**config.mk**
```make
export PLATFORM = sky130hd
export DESIGN_NAME = cmd_intake_flat
export DESIGN_NICKNAME = d
export VERILOG_FILES = /design/src/common/vde_pkg.sv /design/src/common/heap_cmd_if.sv /design/src/design/cmd_intake.sv /design/src/flat_wrapper.sv
export SDC_FILE = /design/constraint.sdc
export NUM_CORES = 1
export LEC_CHECK = 0
export BUFFER_PORTS_ARGS = -buffer_cell sky130_fd_sc_hd__buf_4
export CAP_MARGIN = 20
export CORE_ASPECT_RATIO = 1.25
export CORE_MARGIN = 1
export CORE_UTILIZATION = 34
export DETAILED_ROUTE_END_ITERATION = 12
export PLACE_DENSITY_LB_ADDON = 0.25
export SETUP_SLACK_MARGIN = 0.02
export SYNTH_ARGS = -nofsm -noshare
export SYNTH_HDL_FRONTEND = slang
export SYNTH_SLANG_ARGS = --single-unit
```
**constraint.sdc**
```tcl
create_clock -name clk -period 1.3 [get_ports clk]
set_clock_uncertainty 0.15 [all_clocks]
set_input_delay 0 -clock clk [delete_from_list [all_inputs] [get_ports clk]]
set_output_delay 0 -clock clk [all_outputs]
set_load 0.05 [all_outputs]
```
**src/common/vde_pkg.sv**
```systemverilog
package vde_pkg;

    // ============================
    // Sizes
    // ============================
    localparam int MAX_VARS = 64;
    // Variable numbers run 1..MAX_VARS, so one bit more than a slot address
    localparam int VAR_W    = $clog2(MAX_VARS) + 1;
    localparam int SLOT_W   = $clog2(MAX_VARS);
    localparam int SCORE_W  = 32;

    // Fixed activity step
    localparam logic [SCORE_W-1:0] BUMP_INCREMENT = 32'd10000;

    // ============================
    // Commands and records
    // ============================
    typedef enum logic [2:0] {
        OP_INIT     = 3'd0,
        OP_ASSIGN   = 3'd1,
        OP_UNASSIGN = 3'd2,
        OP_BUMP     = 3'd3,
        OP_DECIDE   = 3'd4
    } op_e;

    typedef struct packed {
        logic [SCORE_W-1:0] score;
        logic [VAR_W-1:0]   var_id;
    } heap_entry_t;

    typedef struct packed {
        logic [VAR_W-1:0] var_id;
        logic             phase;
        logic             empty;
    } decision_t;

endpackage
```
**src/common/heap_cmd_if.sv**
```systemverilog
`timescale 1ns/1ps
interface heap_cmd_if;
    import vde_pkg::*;

    logic             valid;
    logic             ready;
    op_e              op;
    logic [VAR_W-1:0] var_id;
    logic             value;

    modport intake (
        output valid, op, var_id, value,
        input  ready
    );

    modport engine (
        input  valid, op, var_id, value,
        output ready
    );

endinterface

```
**src/design/cmd_intake.sv**
```systemverilog
`timescale 1ns/1ps
module cmd_intake (
    input  logic                       clk,
    input  logic                       reset,
    input  logic                       cmd_valid,
    input  vde_pkg::op_e               cmd_op,
    input  logic [vde_pkg::VAR_W-1:0]  cmd_var,
    input  logic                       cmd_value,
    output logic                       cmd_ready,
    heap_cmd_if.intake                 down
);
    import vde_pkg::*;

    logic [VAR_W-1:0] var_count;
    logic [VAR_W-1:0] init_count;
    logic             take;
    logic             keep;

    // Slot is free, or its command leaves this cycle
    assign cmd_ready = !down.valid || down.ready;
    assign take      = cmd_valid && cmd_ready;

    // Bad counts give an empty heap
    assign init_count = (cmd_var == '0 || cmd_var > VAR_W'(MAX_VARS)) ? '0 : cmd_var;

    always_comb begin
        case (cmd_op)
            OP_INIT, OP_DECIDE: keep = 1'b1;
            OP_ASSIGN, OP_UNASSIGN, OP_BUMP:
                keep = (cmd_var != '0) && (cmd_var <= var_count);
            default: keep = 1'b0;
        endcase
    end

    always_ff @(posedge clk or posedge reset) begin
        if (reset) begin
            down.valid <= 1'b0;
            var_count  <= '0;
        end else if (take) begin
            // Out-of-range commands are swallowed here
            down.valid <= keep;
            if (cmd_op == OP_INIT) begin
                var_count <= init_count;
            end
        end else if (down.ready) begin
            down.valid <= 1'b0;
        end
    end

    always_ff @(posedge clk) begin
        if (take) begin
            down.op     <= cmd_op;
            down.var_id <= (cmd_op == OP_INIT) ? init_count : cmd_var;
            down.value  <= cmd_value;
        end
    end

endmodule

```
**src/flat_wrapper.sv**
```systemverilog
// flat-port wrapper written by rule: the top's interface ports become plain ports
module cmd_intake_flat import vde_pkg::*;
  (clk, reset, cmd_valid, cmd_op, cmd_var, cmd_value, cmd_ready, down_valid, down_op, down_var_id, down_value, down_ready);
  heap_cmd_if down_i ();
  input  logic clk;
  input  logic reset;
  input  logic cmd_valid;
  input  vde_pkg::op_e cmd_op;
  input  logic [vde_pkg::VAR_W-1:0] cmd_var;
  input  logic cmd_value;
  output logic cmd_ready;
  output wire logic [$bits(down_i.valid)-1:0] down_valid;
  output wire logic [$bits(down_i.op)-1:0] down_op;
  output wire logic [$bits(down_i.var_id)-1:0] down_var_id;
  output wire logic [$bits(down_i.value)-1:0] down_value;
  input wire logic [$bits(down_i.ready)-1:0] down_ready;
  assign down_valid = down_i.valid;
  assign down_op = down_i.op;
  assign down_var_id = down_i.var_id;
  assign down_value = down_i.value;
  assign down_i.ready = down_ready;
  cmd_intake u_core (.clk(clk), .reset(reset), .cmd_valid(cmd_valid), .cmd_op(cmd_op), .cmd_var(cmd_var), .cmd_value(cmd_value), .cmd_ready(cmd_ready), .down(down_i));
endmodule
```
==> results of run 1 <==
[routing by layer]
layer  share of wire, %  vias up
met5                  0        -
li1                   -      414
met4                1.2        0
met2                 51       19
met3                2.6        2
met1                 45      376
[sequential cells by signal, summed over array words and instances (netlist names)]
signal and count:
u_core.down.var_id 7, u_core.var_count 7, u_core.down.op 3, u_core.down.valid 1
u_core.down.value 1
[area by class of cell]
class,count,area [µm²],share of cell area (%)
multi-input combinational,56,462,30.2
clock buffer,4,26.3,1.72
timing repair buffer,52,437,28.6
inverter,8,30.0,1.96
sequential,19,532,34.8
tap,34,42.5,2.78
[critical path, delay by kind of cell, from the launching register on]
family | cells | cell delay (ns)
compound gates | 2 | 0.39
fa+ha+maj | 1 | 0.27
buf+inv | 1 | 0.05
flops | 1 | 0.38
simple gates | 1 | 0.12
[synth_stat cells]
cell type  instances  share of area [%]
a211oi_1           1               0.76
a21boi_0           6                4.6
a21oi_1            4                2.0
a22o_2             1                1.0
a2bb2oi_1          1               0.89
and2_1             1               0.64
buf_2              1               0.51
buf_6              1                1.1
dfrtp_1            8                 20
edfxtp_1          11                 34
ha_1               7                8.9
inv_1              8                3.0
nand2_1            7                2.7
nand2b_1           6                3.8
nand3_1            1               0.51
nand3_4            1                1.8
nand3b_1           1               0.76
nand4_1            1               0.64
nor2_1             4                1.5
nor3_1             2                1.0
nor3_4             1                1.7
nor4_1             1               0.64
o21ai_0            2                1.0
o21ai_1            1               0.51
o21ai_2            4                3.6
o221ai_1           1               0.89
o31ai_1            1               0.76
xnor2_1            1               0.89
[power by group]
| group | switching, µW | leakage [µW] | internal [µW] | total [µW] |
|---|---|---|---|---|
| logic | 269 | 0.000431 | 233 | 503 |
| clock network | 176 | 0.0000150 | 120 | 296 |
| registers | 27.0 | 0.000212 | 702 | 729 |
[worst paths after layout]
check	from	endpoint	cells past startpoint
setup / recovery	u_core.var_count[4]	u_core.down.valid	5
hold / removal	cmd_op[2]	u_core.down.op[2]	1
setup reg to reg	u_core.var_count[4]	u_core.down.valid	5
hold reg to reg	u_core.var_count[5]	u_core.var_count[5]	2
max in group asynchronous	reset	u_core.down.valid	3
min in group asynchronous	reset	u_core.var_count[0]	3
[cell usage in the layout (no fill, tap or decap), types with 2 or more instances in the layout]
| cell | synthesis | layout |
|---|---|---|
| a21boi_0 | 6 | 6 |
| inv_1 | 8 | 6 |
| o21ai_1 | 1 | 2 |
| nor2_1 | 4 | 4 |
| dfrtp_1 | 8 | 7 |
| dlygate4sd3_1 | 0 | 15 |
| inv_2 | 0 | 2 |
| nand2_1 | 7 | 3 |
| nand2b_1 | 6 | 5 |
| o21ai_2 | 4 | 4 |
| ha_4 | 0 | 2 |
| a21oi_1 | 4 | 3 |
| ha_1 | 7 | 5 |
| nand2_2 | 0 | 4 |
| buf_4 | 0 | 35 |
| nor3_1 | 2 | 2 |
| clkbuf_4 | 0 | 3 |
| edfxtp_1 | 11 | 11 |
[kinds of logic (layout without fill, tap and decap cells)]
group / Yosys count / in the layout / synth area share, %
simple gates: 26 / 26 / 15.6
flops: 19 / 19 / 53.9
xor+xnor: 1 / 1 / 0.890
fa+ha+maj: 7 / 7 / 8.89
compound gates: 22 / 22 / 16.0
buf+inv: 10 / 64 / 4.70
[timing repair]
item                       4_1_cts  5_1_grt
setup endpoints to repair        1       15
cloned                           0        0
hold buffers                    14        4
gates resized for setup          3        2
pin swaps                        2        2
hold endpoints to repair        26        3
[stage by stage]
stage               area [µm²]  TNS (ns)  hold slack, ns  setup slack, ns
detailed placement        1340    -0.194          -0.166           -0.194
finish                    1530    -0.493         -0.0443           -0.130
global placement          1340    -0.146          -0.165           -0.146
CTS                       1510    -0.855        -0.00890           -0.146
global route              1530     -1.22         0.00218           -0.271
floorplan                 1040     -2.21          -0.334           -0.140
==> summary.txt, run 1 <==
Timing
  • Maximum clock rate: ~700 MHz
  • Finish-stage setup viols: 14
  • Relative slew slack: 75.1%
  • Hold Fails Final Rpt: 2
  • Final Worst Setup Slack: -0.130 ns
  • Max Transition Viols Final: 0
  • RSZ-0062 raised after global routing: yes
  • Final period utilization: 110%
  • Tightest Pin Transition: 0.370 ns
  • Hold Slack: -0.0443 ns
  • Tmin final: 1.43 ns

Die
  • I/O pins: 28
  • Die area: just over 3000 µm²
  • Core area: 2710 µm²
  • Die width: 50.1 µm
  • Die Y-Extent: 62.2 µm
  • FP Rows: 21
  • Initial core utilization: 36.4%

Placed design
  • Dpl hpwl: roughly 1600 µm
  • GPL Wtd Cong: 0.759
  • Placed cells: 154
  • PortBufs: 27

Cells and area
  • Filler Cells Inserted: 236
  • Area grow syn2layout: 55.3%
  • Nets: around 160
  • Layout cells sized above 1: 42.4%
  • Final core utilization: 56.5%
  • Post-route insts no fill: between 150 and 200
  • Diode count: 0

Power and ir drop
  • Total chip power: approximately 1500 µW
  • Cell Pwr Density: 999 nW/µm²
  • Peak VDD IR: about 670 µV
  • Leakage: between 0.0006 and 0.0007 µW

Clock network
  • Clk root buf: clkbuf_4
  • Clock latency on the worst-skew pair: ~0.29 ns
  • Maximum clock insertion buffer count: 2
  • Num CTS Buffers: 3
  • Setup repair bufs after CTS: 0
  • H-tree levels: 1
  • Total clock sinks: 19
  • TritonCTS clock tree: done
  • Clock-pin slew on the worst setup and hold paths: 0.10 ns

Detailed routing
  • Initial DRC count: 2
  • Final antenna-violating net count: 0
  • Post-route DRC: 0
  • Detailed Route WL: approximately 2200 µm
  • Vias per cell: 4.69
  • Via count: 811
  • WL/cell: ~13 µm
  • TritonRoute pass-1 iters: 2

Synthesis
  • Yosys reg bits: 19
  • Synth unique cells: 28
  • Mapped Area: 985 µm²
  • Synth Instances: between 80 and 90
  • Register area share after synthesis: 53.9%
  • Synth Net Count: 107
  • Yosys warning total: 0
  • Mapped Avg Cell Area: around 12 µm²

GRT
  • Total track usage: 16.4%
  • Met2 GRT Util: 29.8%
  • Met3 global-route usage: ~2.2%
  • Most Crowded Layer GR: met2
  • Gr ovfl total: 0
  • Initial antenna violation count: 0
  • GR Util met1: 19.2%
  • Pin count of the biggest net entering global routing: 15
  • First-pass GRT wire length: 3860 µm
  • Vias in the first global route: 857

Setup path
  • Startpoint types: flip-flop
  • Slowest stage delay, CP: between 0.3 and 0.4 ns
  • Critical path type: reg2reg
  • Req. time, crit path: 1.37 ns
  • CP cell instances: inv_2 -> ha_4 -> nand4_1 -> o221ai_1 -> a2bb2oi_1
  • R2R setup slack: -0.13 ns
  • Worst Path Arrival: 1.50 ns
  • Slowest-stage cell, CP: dfrtp_1
  • Worst setup EP type: flip-flop
  • Critical path peak fanout: 2

Outcome
  • Status: complete, but fails checks
  • Failing checks: hold timing, setup timing

Run
  • MaxCap Viol Count: 0

Min path
  • HP Class: in2reg
Note: power is estimated with default switching activity, not from simulation.
==> run 2: changes to the inputs <==
Settings changed: CTS_BUF_LIST set to sky130_fd_sc_hd__clkbuf_16.
==> run 2 against run 1 <==
The run still ends with hold timing, setup timing left. Non-clock buffer count grew 1. Largest power group unchanged. Largest cell class unchanged. Highest routed layer unchanged. Sequential share of layout area down 1.2 points. Hold slack improved by 0.017 ns. Critical endpoint unchanged. Worst setup slack gained 0.011 ns. Cell count is 0.58% higher. Register-to-register slack about the same.
==> summary.txt, run 2 (synthesized netlist as in run 1, its figures left out) <==
Die
  • Die area: 3120 µm² (unchanged)
  • Core area: 2710 µm² (unchanged)
  • Initial core utilization: 36.4% (unchanged)
  • Die Y-Extent: 62.2 µm (unchanged)
  • FP Rows: 21 (unchanged)
  • I/O pins: 28 (unchanged)
  • Die width: 50.1 µm (unchanged)

Run
  • MaxCap Viol Count: 0 (unchanged)

Clock network
  • Clock latency on the worst-skew pair: 0.25 ns (-0.04 ns)
  • Clk root buf: clkbuf_16
  • H-tree levels: 1 (unchanged)
  • Clock-pin slew on the worst setup and hold paths: 0.05 ns (-0.05 ns)
  • TritonCTS clock tree: done
  • Maximum clock insertion buffer count: 2 (unchanged)
  • Total clock sinks: 19 (unchanged)
  • Setup repair bufs after CTS: 0 (unchanged)
  • Num CTS Buffers: 3 (unchanged)

GRT
  • Initial antenna violation count: 0 (unchanged)
  • Vias in the first global route: 843 (-1.6%)
  • Pin count of the biggest net entering global routing: 15 (unchanged)
  • First-pass GRT wire length: 3770 µm (-2.3%)
  • Total track usage: 16.4% (-0.050 points)
  • Gr ovfl total: 0 (unchanged)

Power and ir drop
  • Combinational power share: 27.1% (-5.8 points)
  • Clk pwr share: 33.4% (+14 points)
  • Leakage: 0.000679 µW (+3.3%)
  • Sequential power share: 39.5% (-8.2 points)
  • Sw frac: 27.2% (-3.7 points)
  • P_int: 1350 µW (+28%)
  • Peak VDD IR: 713 µV (+6.6%)
  • Reported net switching power: 504 µW (+6.6%)
  • Cell Pwr Density: 1170 nW/µm² (+17%)

Detailed routing
  • WL/cell: 12.5 µm (-0.48%)
  • Final antenna-violating net count: 0 (unchanged)
  • Vias per cell: 4.74 (+1.1%)
  • Post-route DRC: 0 (unchanged)
  • Initial DRC count: 3 (+1)
  • Detailed Route WL: 2180 µm (about the same)
  • Via count: 825 (+1.7%)
  • TritonRoute pass-1 iters: 2 (unchanged)

Timing
  • Tightest Pin Transition: 0.361 ns (-0.00878 ns)
  • Hold Slack: -0.0274 ns (+0.0170 ns)
  • Max Transition Viols Final: 0 (unchanged)
  • RSZ-0062 raised after global routing: yes
  • Final Worst Setup Slack: -0.118 ns (+0.0115 ns)
  • Finish-stage setup viols: 1 (-13)
  • Tmin final: 1.42 ns (-0.0115 ns)
  • Setup TNS: -0.118 ns (+0.375 ns)
  • Maximum clock rate: 705 MHz (+0.81%)
  • Hold Fails Final Rpt: 1 (-1)
  • Relative slew slack: 75.7% (+0.59 points)
  • Final period utilization: 109% (-0.88 points)

Setup path
  • Worst setup EP type: flip-flop
  • Critical path type: reg2reg
  • Critical path peak fanout: 2 (unchanged)
  • Startpoint types: flip-flop
  • Slowest-stage cell, CP: dfrtp_1
  • Delay-heaviest family, CP: flip-flops
  • Worst Path Arrival: 1.44 ns (-0.06 ns)
  • CP cell instances: inv_1 -> ha_1 -> nand4_1 -> a21oi_1 -> nor3_1 -> a2bb2oi_1
  • Buffers and inverters on the worst path: 1 (unchanged)
  • Slowest stage delay, CP: 0.35 ns (-0.03 ns)
  • Req. time, crit path: 1.32 ns (-0.05 ns)

Cells and area
  • Layout cells sized above 1: 42.9% (+0.41 points)
  • Post-route insts no fill: 174 (+0.58%)
  • Register area: 532 µm² (unchanged)
  • Biggest regs: u_core.down.var_id (7), u_core.var_count (7), u_core.down.op (3)
  • Final core utilization: 58.5% (+2.0 points)
  • Diode count: 0 (unchanged)
  • Area taken by multi-input logic gates: 462 µm² (unchanged)
  • Most common cell after layout, fill and taps aside: buf_4
  • Commonest cells after routing, fill and taps aside: buf_4 (37), dlygate4sd3_1 (16), edfxtp_1 (11), inv_1 (7), dfrtp_1 (7)
  • Nets: 163 (+0.62%)
  • Area grow syn2layout: 60.7%
  • Filler Cells Inserted: 229 (-3.0%)
  • Fin area: 1580 µm² (+3.5%)

Placed design
  • Placed cells: 154 (unchanged)
  • PortBufs: 27 (unchanged)
  • Placed Area: 1340 µm² (unchanged)
  • GPL Wtd Cong: 0.759 (unchanged)
  • Dpl hpwl: 1630 µm (unchanged)

Outcome
  • Failing checks: hold timing, setup timing
  • Status: complete, but fails checks

Min path
  • HP Class: in2reg
[run 2: cell types whose count changed in the layout (fill, tap and decap cells not counted), sizes merged]
cell          before  now
clkbuf             4    3
dlymetal6s4s       1    0
inv                8    9
dlygate4sd3       15   16
buf               36   37
[run 2: cell type report]
| class | count | share of cell area [%] |
|---|---|---|
| timing repair buffer | 53 | 27.7 |
| tap | 34 | 2.69 |
| sequential | 19 | 33.6 |
| clock inverter | 1 | 0.237 |
| inverter | 8 | 1.90 |
| multi-input combinational | 56 | 29.2 |
| clock buffer | 3 | 4.74 |
[run 2: path summary, 6_finish.rpt]
kind	from	end	slack [ns]	cells after the start
min in group asynchronous	reset	u_core.var_count[0]	0.11	3
worst min register to register	u_core.var_count[5]	u_core.var_count[5]	0.35	2
worst max register to register	u_core.var_count[6]	u_core.down.valid	-0.12	6
worst max-delay path	u_core.var_count[6]	u_core.down.valid	-0.12	6
worst min-delay path	cmd_op[0]	u_core.var_count[0]	-0.03	4
max in group asynchronous	reset	u_core.down.valid	0.62	3
[run 2: power by group through the flow]
stage / Combinational, µW / Sequential, µW / Clock (µW)
finish: 503 / 731 / 618
global placement: 449 / 740 / 0
floorplan: 194 / 836 / 0
detailed placement: 460 / 743 / 0
CTS: 507 / 733 / 636
global route: 553 / 735 / 657
[run 2: layer usage]
layer	vias up	global-route usage (%)	wire, µm	part of all wire, %
li1	416	-	-	-
met5	-	0	0	0
met3	5	2.21	62	2.8
met2	20	28.2	1140	52
met1	384	18.7	915	42
met4	0	9.64	61	2.8
[run 2: metrics by stage]
stage	worst slack [ns]	total power (µW)
floorplan	-0.140	1030
global placement	-0.146	1190
detailed placement	-0.194	1200
CTS	-0.135	1880
global route	-0.253	1950
finish	-0.118	1850
[run 2: tightest hold or removal path: cells and delay by family]
kind | cells | cell delay [ns]
buffers and inverters | 1 | 0.10
and+or+nand+nor | 2 | 0.15
AOI/OAI and AO/OA | 1 | 0.08
[run 2: repair_timing]
| action | CTS | global route |
|---|---|---|
| resized for setup | 3 | 0 |
| pin swaps | 2 | 2 |
| hold buffers | 16 | 3 |
| endpoints found under the hold margin | 20 | 3 |
| endpoints found under the setup margin | 1 | 15 |
==> run 3: changes to the inputs <==
Settings changed: CORE_MARGIN 1 to 2.
==> run 3 against run 2 <==
The flow still finishes with violations (hold timing, setup timing). Power grew 0.74%. Sequential share of layout area down 0.95 points. Worst setup slack worse by 0.070 ns. Fmax decreased by 4.7%. Sequential power about the same. Cell count increased by 0.57%. Critical endpoint unchanged.
==> summary.txt, run 3 (synthesized netlist as in run 1, its figures left out) <==
Outcome
  • Status: complete, but fails checks
  • Failing checks: hold timing, setup timing

Detailed routing
  • Detailed Route WL: 2340 µm (+7.4%)
  • WL/cell: 13.4 µm (+6.8%)
  • Post-route DRC: 0 (unchanged)
  • Initial DRC count: 12 (+9)
  • Vias per cell: 4.81 (+1.4%)
  • TritonRoute pass-1 iters: 4 (+2)
  • Via count: 841 (+1.9%)
  • Final antenna-violating net count: 0 (unchanged)

Die
  • Die width: 52.1 µm (+4.0%)
  • I/O pins: 28 (unchanged)
  • Die area: 3350 µm² (+7.3%)
  • FP Rows: 21 (unchanged)
  • Initial core utilization: 36.4% (unchanged)
  • Die Y-Extent: 64.2 µm (+3.2%)
  • Core area: 2710 µm² (unchanged)

Clock network
  • Total clock sinks: 19 (unchanged)
  • Clock latency on the worst-skew pair: 0.24 ns (about the same)
  • Setup repair bufs after CTS: 0 (unchanged)
  • H-tree levels: 1 (unchanged)
  • Clk root buf: clkbuf_16
  • Maximum clock insertion buffer count: 2 (unchanged)
  • TritonCTS clock tree: done
  • Num CTS Buffers: 3 (unchanged)
  • Clock-pin slew on the worst setup and hold paths: 0.05 ns (about the same)

Timing
  • Tmin final: 1.49 ns (+0.0702 ns)
  • Final Worst Setup Slack: -0.189 ns (-0.0702 ns)
  • Hold Fails Final Rpt: 2 (+1)
  • RSZ-0062 raised after global routing: yes
  • Final period utilization: 115% (+5.4 points)
  • Finish-stage setup viols: 1 (unchanged)
  • Tightest Pin Transition: 0.335 ns (-0.0262 ns)
  • Relative slew slack: 77.5% (+1.8 points)
  • Max Transition Viols Final: 0 (unchanged)
  • Hold Slack: -0.0286 ns (-0.00122 ns)
  • Maximum clock rate: 672 MHz (-4.7%)

Setup path
  • Req. time, crit path: 1.27 ns (-0.05 ns)
  • RR Startpoint: u_core.var_count[4]
  • Worst setup path endpoint: u_core.down.valid
  • Register-to-Register Path Depth: 6 (unchanged)
  • Worst Path Arrival: 1.46 ns (+0.02 ns)
  • Critical path type: reg2reg
  • Buffers and inverters on the worst path: 1 (unchanged)
  • Delay-heaviest family, CP: flip-flops
  • Slowest stage delay, CP: 0.36 ns (about the same)
  • Worst setup EP type: flip-flop
  • R2R setup slack: -0.19 ns (-0.07 ns)
  • Critical path peak fanout: 2 (unchanged)
  • Crit path from: u_core.var_count[4]
  • Crit Reg-Reg Endpoint: u_core.down.valid
  • CP cell instances: inv_2 -> ha_4 -> nand4_1 -> a21oi_2 -> nor3_2 -> a2bb2oi_2
  • CP Depth: 6 (unchanged)
  • Slowest-stage cell, CP: dfrtp_1
  • Startpoint types: flip-flop

Power and ir drop
  • Leakage: 0.000696 µW (+2.4%)
  • Combinational power share: 28.2% (+1.1 points)
  • Cell Pwr Density: 1150 nW/µm² (-2.1%)
  • Sw frac: 27.3% (+0.081 points)
  • Sequential power share: 39.3% (-0.2 points)
  • Reported net switching power: 509 µW (+1.0%)
  • Clk pwr share: 32.5% (-0.9 points)
  • P_int: 1360 µW (+0.62%)
  • Peak VDD IR: 925 µV (+30%)

Run
  • MaxCap Viol Count: 0 (unchanged)

Cells and area
  • Commonest cells after routing, fill and taps aside: buf_4 (37), dlygate4sd3_1 (16), edfxtp_1 (11), inv_1 (7), dfrtp_1 (7)
  • Area grow syn2layout: 65.4%
  • Layout cells sized above 1: 46.1% (+3.2 points)
  • Nets: 164 (+0.61%)
  • Biggest regs: u_core.down.var_id (7), u_core.var_count (7), u_core.down.op (3)
  • Diode count: 0 (unchanged)
  • Final core utilization: 60.2% (+1.7 points)
  • Most common cell after layout, fill and taps aside: buf_4

Placed design
  • PortBufs: 27 (unchanged)
  • GPL Wtd Cong: 0.758 (about the same)
  • Pre-CTS setup slack: -0.191 ns (+0.00249 ns)
  • Dpl hpwl: 1620 µm (-0.11%)

GRT
  • Pin count of the biggest net entering global routing: 15 (unchanged)
  • Total track usage: 15.0% (-1.4 points)
  • Vias in the first global route: 862 (+2.3%)
  • Gr ovfl total: 0 (unchanged)
  • Initial antenna violation count: 0 (unchanged)
  • First-pass GRT wire length: 3770 µm (-0.19%)

Min path
  • HP Class: in2reg
[run 3: worst min-delay path by stage]
stage	startpoint	endpoint	slack, ns	cells after the start
after floorplan	reset	u_core.var_count[0]	-0.33	1
after global placement	reset	u_core.var_count[1]	-0.17	2
after detailed placement	reset	u_core.var_count[1]	-0.17	2
after CTS	cmd_var[3]	u_core.down.var_id[3]	0.00008	2
after global routing	cmd_op[2]	u_core.var_count[0]	0.01	4
final	cmd_op[0]	u_core.var_count[0]	-0.03	4
[run 3: tightest hold or removal path, cell delays in order]
cell and delay [ns]:
buf_4 0.11, nor3_4 0.05, nand3_4 0.10, o31ai_1 0.06
[run 3: cell type report]
type / count / area [µm²]
clock inverter: 1 / 3.75
timing repair buffer: 54 / 450
clock buffer: 3 / 75.1
inverter: 8 / 30.0
multi-input combinational: 56 / 495
tap: 34 / 42.5
sequential: 19 / 532
fill: 222 / 1080
[run 3: timing repair]
item / 4_1_cts / 5_1_grt
endpoints found under the setup margin: 1 / 15
hold buffers: 17 / 2
gates resized for setup: 2 / 6
pin swaps: 1 / 4
endpoints found under the hold margin: 20 / 2
[run 3: power groups by stage]
stage | clock [µW] | combinational, µW | sequential, µW
2_1_floorplan | 0 | 194 | 836
3_3_place_gp | 0 | 450 | 740
3_5_place_dp | 0 | 458 | 743
4_1_cts | 620 | 509 | 733
5_1_grt | 650 | 570 | 737
6_report | 606 | 526 | 733
[run 3: metal layers]
layer | global-route usage, % | routed length (µm) | share of wire [%] | vias up
met2 | 25.3 | 1220 | 52 | 23
li1 | - | - | - | 416
met1 | 18.9 | 985 | 42 | 398
met5 | 0 | 0 | 0 | -
met4 | 7.05 | 40 | 1.7 | 0
met3 | 1.40 | 97 | 4.1 | 4
[run 3: through the flow]
stage	TNS [ns]	area [µm²]	std cells	hold slack [ns]	power (µW)
finish	-0.189	1630	175	-0.0286	1870
global route	-0.256	1630	175	0.0115	1960
CTS	-1.50	1590	175	0.0000772	1860
detailed placement	-0.191	1340	154	-0.169	1200
global placement	-0.151	1340	154	-0.165	1190
floorplan	-2.21	1040	85	-0.334	1030
